===== src/rtl/mem_check_pkg.sv =====
// Shared definitions for the data-memory bus conformance monitor
// Bus widths, expectation queue sizing, outstanding counter width
// and the record of one access predicted by the reference model

package mem_check_pkg;

  // Data bus geometry
  localparam int ADDR_W = 32;
  localparam int DATA_W = 32;
  localparam int BE_W   = DATA_W / 8;  // One enable per byte lane

  // Expectation queue sizing
  localparam int EXP_DEPTH = 4;
  localparam int EXP_PTR_W = (EXP_DEPTH > 1) ? $clog2(EXP_DEPTH) : 1;
  localparam int EXP_CNT_W = $clog2(EXP_DEPTH + 1);  // Must hold the value EXP_DEPTH

  // Outstanding request counter width
  localparam int OUTST_W = 8;

  typedef logic [ADDR_W-1:0]  addr_t;
  typedef logic [DATA_W-1:0]  data_t;
  typedef logic [BE_W-1:0]    be_t;
  typedef logic [OUTST_W-1:0] outst_cnt_t;

  localparam outst_cnt_t OUTST_MAX = '1;  // Saturation point of the counter

  // One expected access as predicted by the model
  // A misaligned access is split into a first and a second bus request
  // The snd_* fields only mean something when has_snd is set
  typedef struct packed {
    logic  is_write;   // Store when set, load otherwise
    logic  has_snd;    // Access needs a second request
    addr_t fst_addr;
    addr_t snd_addr;
    data_t fst_wdata;
    data_t snd_wdata;
    be_t   fst_be;     // Lanes that carry real store data
    be_t   snd_be;
  } exp_access_t;

  // Which request of the head access the next grant belongs to
  typedef enum logic {
    PHASE_FST = 1'b0,
    PHASE_SND = 1'b1
  } phase_e;

endpackage


===== src/rtl/mem_bus_if.sv =====
// Data-memory bus signal group
// Carries request, grant and response of the observed bus; the
// checker blocks only look at it, so every modport is input only

`timescale 1ns/1ps

interface mem_bus_if;
  import mem_check_pkg::*;

  logic  req;     // Request from the master
  logic  gnt;     // Request accepted by the memory
  logic  rvalid;  // Response this cycle
  logic  we;      // Request is a write
  be_t   be;
  addr_t addr;
  data_t wdata;
  logic  err;     // Response carries an error

  // Passive view for all observers
  modport monitor (
    input req,
    input gnt,
    input rvalid,
    input we,
    input be,
    input addr,
    input wdata,
    input err
  );

endinterface


===== src/rtl/req_comparator.sv =====
// Request comparator
// Holds each granted request against the expected phase of the head
// access and registers the verdict for the following cycle

`timescale 1ns/1ps

module req_comparator (
  input  logic                       clk_i,
  input  logic                       reset_i,
  mem_bus_if.monitor                 bus,
  input  mem_check_pkg::exp_access_t head_i,
  input  logic                       not_empty_i,
  input  mem_check_pkg::phase_e      phase_i,
  output logic                       check_valid_o,
  output logic                       check_ok_o,
  output mem_check_pkg::phase_e      check_phase_o,
  output logic                       unexpected_o
);
  import mem_check_pkg::*;

  addr_t  exp_addr;
  data_t  exp_wdata;
  be_t    exp_be;
  data_t  exp_mask;    // Byte enables widened to bit lanes
  logic   grant;
  logic   dir_ok;
  logic   addr_ok;
  logic   data_ok;
  logic   valid_q;
  logic   unexp_q;
  logic   ok_q;        // Verdict payload, only read with valid_q
  phase_e phase_q;

  assign grant = bus.req && bus.gnt;

  // Pick the half of the access the current grant belongs to
  always_comb begin
    if (phase_i == PHASE_SND) begin
      exp_addr  = head_i.snd_addr;
      exp_wdata = head_i.snd_wdata;
      exp_be    = head_i.snd_be;
    end else begin
      exp_addr  = head_i.fst_addr;
      exp_wdata = head_i.fst_wdata;
      exp_be    = head_i.fst_be;
    end
  end

  always_comb begin
    for (int b = 0; b < BE_W; b++) begin
      exp_mask[8*b +: 8] = {8{exp_be[b]}};
    end
  end

  assign dir_ok  = (bus.we == head_i.is_write);
  assign addr_ok = (bus.addr == exp_addr);
  // Disabled lanes may carry anything; enables are not compared
  assign data_ok = !bus.we || ((bus.wdata & exp_mask) == (exp_wdata & exp_mask));

  always_ff @(posedge clk_i) begin
    if (reset_i) begin
      valid_q <= 1'b0;
      unexp_q <= 1'b0;
    end else begin
      valid_q <= grant && not_empty_i;
      unexp_q <= grant && !not_empty_i;  // Nothing predicted for this request
    end
  end

  always_ff @(posedge clk_i) begin
    if (grant && not_empty_i) begin
      ok_q    <= dir_ok && addr_ok && data_ok;
      phase_q <= phase_i;
    end
  end

  assign check_valid_o = valid_q;
  assign check_ok_o    = ok_q;
  assign check_phase_o = phase_q;
  assign unexpected_o  = unexp_q;

  // A granted store always writes at least one byte lane
  write_has_be_a: assert property (
    @(posedge clk_i) disable iff (reset_i)
    (grant && bus.we) |-> (bus.be != '0)
  );

endmodule


===== src/flat_wrapper.sv =====
// flat-port wrapper written by rule: the top's interface ports become plain ports
module req_comparator_flat import mem_check_pkg::*;
  (clk_i, reset_i, head_i, not_empty_i, phase_i, check_valid_o, check_ok_o, check_phase_o, unexpected_o, bus_req, bus_gnt, bus_rvalid, bus_we, bus_be, bus_addr, bus_wdata, bus_err);
  mem_bus_if bus_i ();
  input  logic clk_i;
  input  logic reset_i;
  input  mem_check_pkg::exp_access_t head_i;
  input  logic not_empty_i;
  input  mem_check_pkg::phase_e phase_i;
  output logic check_valid_o;
  output logic check_ok_o;
  output mem_check_pkg::phase_e check_phase_o;
  output logic unexpected_o;
  input wire logic [$bits(bus_i.req)-1:0] bus_req;
  input wire logic [$bits(bus_i.gnt)-1:0] bus_gnt;
  input wire logic [$bits(bus_i.rvalid)-1:0] bus_rvalid;
  input wire logic [$bits(bus_i.we)-1:0] bus_we;
  input wire logic [$bits(bus_i.be)-1:0] bus_be;
  input wire logic [$bits(bus_i.addr)-1:0] bus_addr;
  input wire logic [$bits(bus_i.wdata)-1:0] bus_wdata;
  input wire logic [$bits(bus_i.err)-1:0] bus_err;
  assign bus_i.req = bus_req;
  assign bus_i.gnt = bus_gnt;
  assign bus_i.rvalid = bus_rvalid;
  assign bus_i.we = bus_we;
  assign bus_i.be = bus_be;
  assign bus_i.addr = bus_addr;
  assign bus_i.wdata = bus_wdata;
  assign bus_i.err = bus_err;
  req_comparator u_core (.clk_i(clk_i), .reset_i(reset_i), .bus(bus_i), .head_i(head_i), .not_empty_i(not_empty_i), .phase_i(phase_i), .check_valid_o(check_valid_o), .check_ok_o(check_ok_o), .check_phase_o(check_phase_o), .unexpected_o(unexpected_o));
endmodule

===== config.mk =====
export PLATFORM = sky130hd
export DESIGN_NAME = req_comparator_flat
export DESIGN_NICKNAME = d
export VERILOG_FILES = /design/src/rtl/mem_check_pkg.sv /design/src/rtl/mem_bus_if.sv /design/src/rtl/req_comparator.sv /design/src/flat_wrapper.sv
export SDC_FILE = /design/constraint.sdc
export NUM_CORES = 1
export LEC_CHECK = 0
export BUFFER_PORTS_ARGS = -buffer_cell sky130_fd_sc_hd__buf_2
export CAP_MARGIN = 5
export CORE_AREA = 2 2 85 87
export CTS_BUF_LIST = sky130_fd_sc_hd__clkbuf_8
export CTS_CLUSTER_SIZE = 28
export DETAILED_ROUTE_END_ITERATION = 7
export DIE_AREA = 0 0 87 89
export GPL_ROUTABILITY_DRIVEN = 0
export PLACE_DENSITY_LB_ADDON = 0.1
export SYNTH_ARGS = -nofsm -noshare
export SYNTH_HDL_FRONTEND = slang
export SYNTH_SLANG_ARGS = --single-unit

===== constraint.sdc =====
create_clock -name clk_i -period 2.29 [get_ports clk_i]
set_input_delay 0 -clock clk_i [delete_from_list [all_inputs] [get_ports clk_i]]
set_output_delay 0 -clock clk_i [all_outputs]
set_load 0.1 [all_outputs]

Word-level counts from Yosys, hierarchy flattened --
Index checks and enable logic that the tools add are counted.
Word-level totals: flip-flop bits (word level) 4, latch bits 0, bits in writable memories 0, memory bits (read-only) 0, bits of input ports 215, output and inout port bits 4, memories 0
Operators by class: add/sub/neg operators 0, multipliers 0, div/mod/pow operators 0, $lt $le $gt $ge 0, equal/unequal tests 3, shifts and indexed selects 0, mux-type cells 3, bitwise operators 2, reductions and logical operators 8
Operators with widths (number):
- $and A32 B32 Y32 | 2
- $eq A32 B32 Y1 | 2
- $mux W32 | 2
- $logic_and A1 B1 Y1 | 5
- $mux W4 | 1
- $logic_not A1 Y1 | 2
- $eq A1 B1 Y1 | 1
- $logic_or A1 B1 Y1 | 1

Longest topological paths before layout --
depth in word-level cells 5, gate-level depth with buffers 8, gate-level depth less buffers 6

Least setup slack after synthesis --
No wires, ideal clock.
path kind input-to-reg, from input phase_i, to register u_core.ok_q (netlist: u_core.check_ok_o), data pin, setup time 0.190 ns, arrival time 1.761 ns, required time 2.100 ns, setup slack 0.339 ns, cell stages on the path 8, path buffers 3, cell sequence buf_6 -> buf_2 -> buf_1 -> mux2i_1 -> xnor2_1 -> nor4_1 -> nand3_1 -> a2111oi_2
Between the ends: cells in the longest elaborated chain, start to end 5, elaborated cells between the ends (all ways) 10, classes of those cells eq/ne (2); mux (3); bitwise (2); reduce/logical (3)
Ends and longest elaborated chain:
- start: declaration | RTL line flat_wrapper.sv:9 | input mem_check_pkg::phase_e phase_i;
- $mux W4 / $mux W32 (equally long branches) | RTL line req_comparator.sv:38 | if (phase_i == PHASE_SND) begin
- $and A32 B32 Y32 | RTL line req_comparator.sv:58 | assign data_ok = !bus.we || ((bus.wdata & exp_mask) == (exp_wdata & exp_mask));
- $eq A32 B32 Y1 | RTL line req_comparator.sv:58
- $logic_or A1 B1 Y1 | RTL line req_comparator.sv:58
- $logic_and A1 B1 Y1 * | RTL line req_comparator.sv:72 | ok_q <= dir_ok && addr_ok && data_ok;
- end signal: assignment | RTL line req_comparator.sv:72
- end: declaration | RTL line req_comparator.sv:31 | logic ok_q;
Mark *: on every way between the ends. The rest lies on a longest branch, timed or not. A chain may end at the register's enable or synchronous reset.

Final worst setup path --
Same ends and word-level chain as after synthesis.

==> run_results.csv <==
group,metric,value,unit
global_routing,grt_pass1_wl,8790,um
worst_setup_path,cp_max_fo,18,
logic_synthesis,synth_top_area_share,42.9,%
routing,wl_per_cell,12.8,um
power,p_seq_share,10.9,%
worst_hold_path,whs_path_depth,3,
timing,tightest_slew,0.494,ns
run_status,status,"completed",
floorplan,fp.dieW,87,um
power,intPower,0.485,mW
power,p_switching,0.236,mW
logic_synthesis,ys_ff_latch,4,
logic_synthesis,syn_inst,174,
logic_synthesis,synth_cell_types,18,
floorplan,dieArea,7740,um^2
placement,io_buffers,211,
global_routing,grt.total_usage,14.4,%
cells_and_area,final_net_count,604,
logic_synthesis,ys_seq_area_share,6.31,%
timing,max_slew_margin,67.3,%
power,p_leak,1.50,nW
worst_hold_path,holdPathEnd,"u_core.check_valid_o$_SDFF_PP0_",
placement,post-dp-hpwl,5500,um
logic_synthesis,syn-cell-area,1590,um^2
global_routing,antenna_found_initial,0,
cells_and_area,layout_commonest_cell,"buf_2",
logic_synthesis,yosysTopAreaCell,"mux2i_1",
global_routing,grt_max_degree,27,
cts,clkSlewWorstSetupHoldPaths,0.03,ns
cells_and_area,seq_area,100,um^2
cells_and_area,n_fill_cell,699,
cells_and_area,final_core_util,42.0,%
floorplan,die-height,89,um
worst_setup_path,startpoint_type,"primary input",
timing,setup_viol,0,
logic_synthesis,yosys_warnings,0,
worst_setup_path,required,2.31,ns
worst_setup_path,path_class,"primary input to flip-flop",
worst_hold_path,min-delay-start,"bus_gnt",
cells_and_area,areaGrowthSynthToFinish,78.2,%
routing,ant_nets,0,
worst_setup_path,crit_arrival,2.08,ns
floorplan,start_util,23.6,%
cells_and_area,mostFrequentLayoutCells,"buf_2 (210), mux2i_1 (68), xnor2_1 (64)",
power,peakVddDrop,0.000134,V
cells_and_area,finalInstanceArea,2830,um^2
floorplan,rows,30,
cells_and_area,drive_above_1_share,56.8,%
logic_synthesis,syn_area_per_cell,9.11,um^2
floorplan,io_pins,219,
cts,tritoncts,"built",
routing,drc_errors,0,
logic_synthesis,synth_nets,389,
power,clkPwrFrac,20.2,%
timing,drv_slew,0,
cts,cts-root-buf,"clkbuf_8",
timing,fin_tns_setup,0,ns
cts,cts_sinks,4,
timing,period_needed,2.06,ns
power,switching_share,32.7,%
timing,timing.fmax,0.484,GHz
logic_synthesis,yosys-top-cells-area,"mux2i_1 (43%), xnor2_1 (35%), nor4_1 (5.9%)",
cts,h-tree-depth,1,
global_routing,grt-ovfl-total,0,
global_routing,grt_pass1_vias,2046,
power,pwr_density_cell,255,nW/um^2
cts,cts_buffer_depth,2,
routing,via_count,2026,
placement,placed_area,2760,um^2
timing,hold_violations,0,
routing,drtIter0Drc,4,
flow_run,drv_cap,0,
cells_and_area,n_antenna_cell,0,
routing,drt_first_pass_iters,2,
routing,avgViaCountPerCell,4.34,
power,p_comb_share,68.9,%
timing,post-route-period-util,90.1,%
routing,drt-total-wl,6000,um
timing,rsz0062_at_grt,"no",
cts,cts_inserted_buffers,3,
worst_setup_path,cp-end-kind,"flip-flop",
cells_and_area,multi_input_area,1430,um^2
worst_hold_path,hp-class,"primary input to flip-flop",
floorplan,core,6720,um^2
[state kept, by name, indices dropped and copies added, names as in the netlist]
| register | count |
|---|---|
| u_core.check_ok_o | 1 |
| u_core.check_phase_o | 1 |
| u_core.check_valid_o | 1 |
| u_core.unexpected_o | 1 |
[per-stage QoR]
stage          power, mW  hold slack (ns)  cells  setup slack [ns]
3_5_place_dp       0.580            0.181    462           -0.0324
5_1_grt            0.780           0.0740    467            0.0560
2_1_floorplan      0.355           0.0761    174             0.339
6_report           0.721           0.0500    467             0.226
4_1_cts            0.734           0.0463    467             0.188
3_3_place_gp       0.580            0.180    462            0.0576
[synth_stat cells]
master,number
mux2i_1,68
xnor2_1,64
nor4_1,15
a21oi_1,4
buf_1,3
buf_6,3
buf_2,2
dfxtp_1,2
edfxtp_1,2
nand3_1,2
nor3_1,2
a2111oi_2,1
and3_1,1
nand2_1,1
nand4_1,1
nor3b_1,1
or4_1,1
xor2_1,1
[final cells by class]
cell class / count / share of cell area (%)
clock buffer: 3 / 1.46
tap: 80 / 3.54
sequential: 4 / 3.54
timing repair buffer: 218 / 40.8
multi-input combinational: 162 / 50.6
[power by group through the flow]
stage / Clock (mW) / Combinational [mW] / Sequential (mW)
3_3_place_gp: 0 / 0.501 / 0.0795
2_1_floorplan: 0 / 0.258 / 0.0978
6_report: 0.146 / 0.497 / 0.0786
5_1_grt: 0.153 / 0.549 / 0.0788
4_1_cts: 0.149 / 0.506 / 0.0786
3_5_place_dp: 0 / 0.501 / 0.0795
[timing repair]
item	4_1_cts	5_1_grt
buffers inserted	0	0
resized for setup	0	0
endpoints found under the hold margin	2	0
hold buffers	2	0
setup endpoints to repair	0	0
[logic make-up (layout without fill, tap and decap cells)]
group / count (synthesis) / count (layout) / synth area share [%]
muxes: 68 / 68 / 42.9
xor gates and xnor gates: 65 / 65 / 35.9
and+or+nand+nor: 24 / 24 / 9.16
buffers and inverters: 8 / 221 / 3.47
AOI/OAI and AO/OA: 5 / 5 / 2.21
DFF: 4 / 4 / 6.31
[worst max path at each step]
stage / start / endpoint / slack [ns] / cells past startpoint
2_1_floorplan: phase_i / u_core.check_ok_o$_DFFE_PP_ / 0.34 / 8
6_report: phase_i / u_core.check_ok_o$_DFFE_PP_ / 0.23 / 8
3_3_place_gp: phase_i / u_core.check_ok_o$_DFFE_PP_ / 0.06 / 8
5_1_grt: phase_i / u_core.check_ok_o$_DFFE_PP_ / 0.06 / 8
3_5_place_dp: phase_i / u_core.check_ok_o$_DFFE_PP_ / -0.03 / 8
4_1_cts: phase_i / u_core.check_ok_o$_DFFE_PP_ / 0.19 / 8
[metal layers]
layer / vias up / share of wire, % / global-route usage, % / wire length, um
li1: 1059 / - / - / -
met1: 835 / 32 / 13.1 / 1900
met2: 130 / 54 / 31.5 / 3270
met3: 2 / 13 / 4.16 / 806
met4: 0 / 0.32 / 1.70 / 19
met5: - / 0 / 0 / 0
[worst max-delay path, cell delays in order]
cell	delay, ns
buf_4	0.18
buf_12	0.19
mux2i_1	0.24
xnor2_1	0.09
nor4_1	0.31
a21oi_1	0.10
or4_1	0.58
a2111oi_2	0.38
Power figures use the tool's default switching activity.
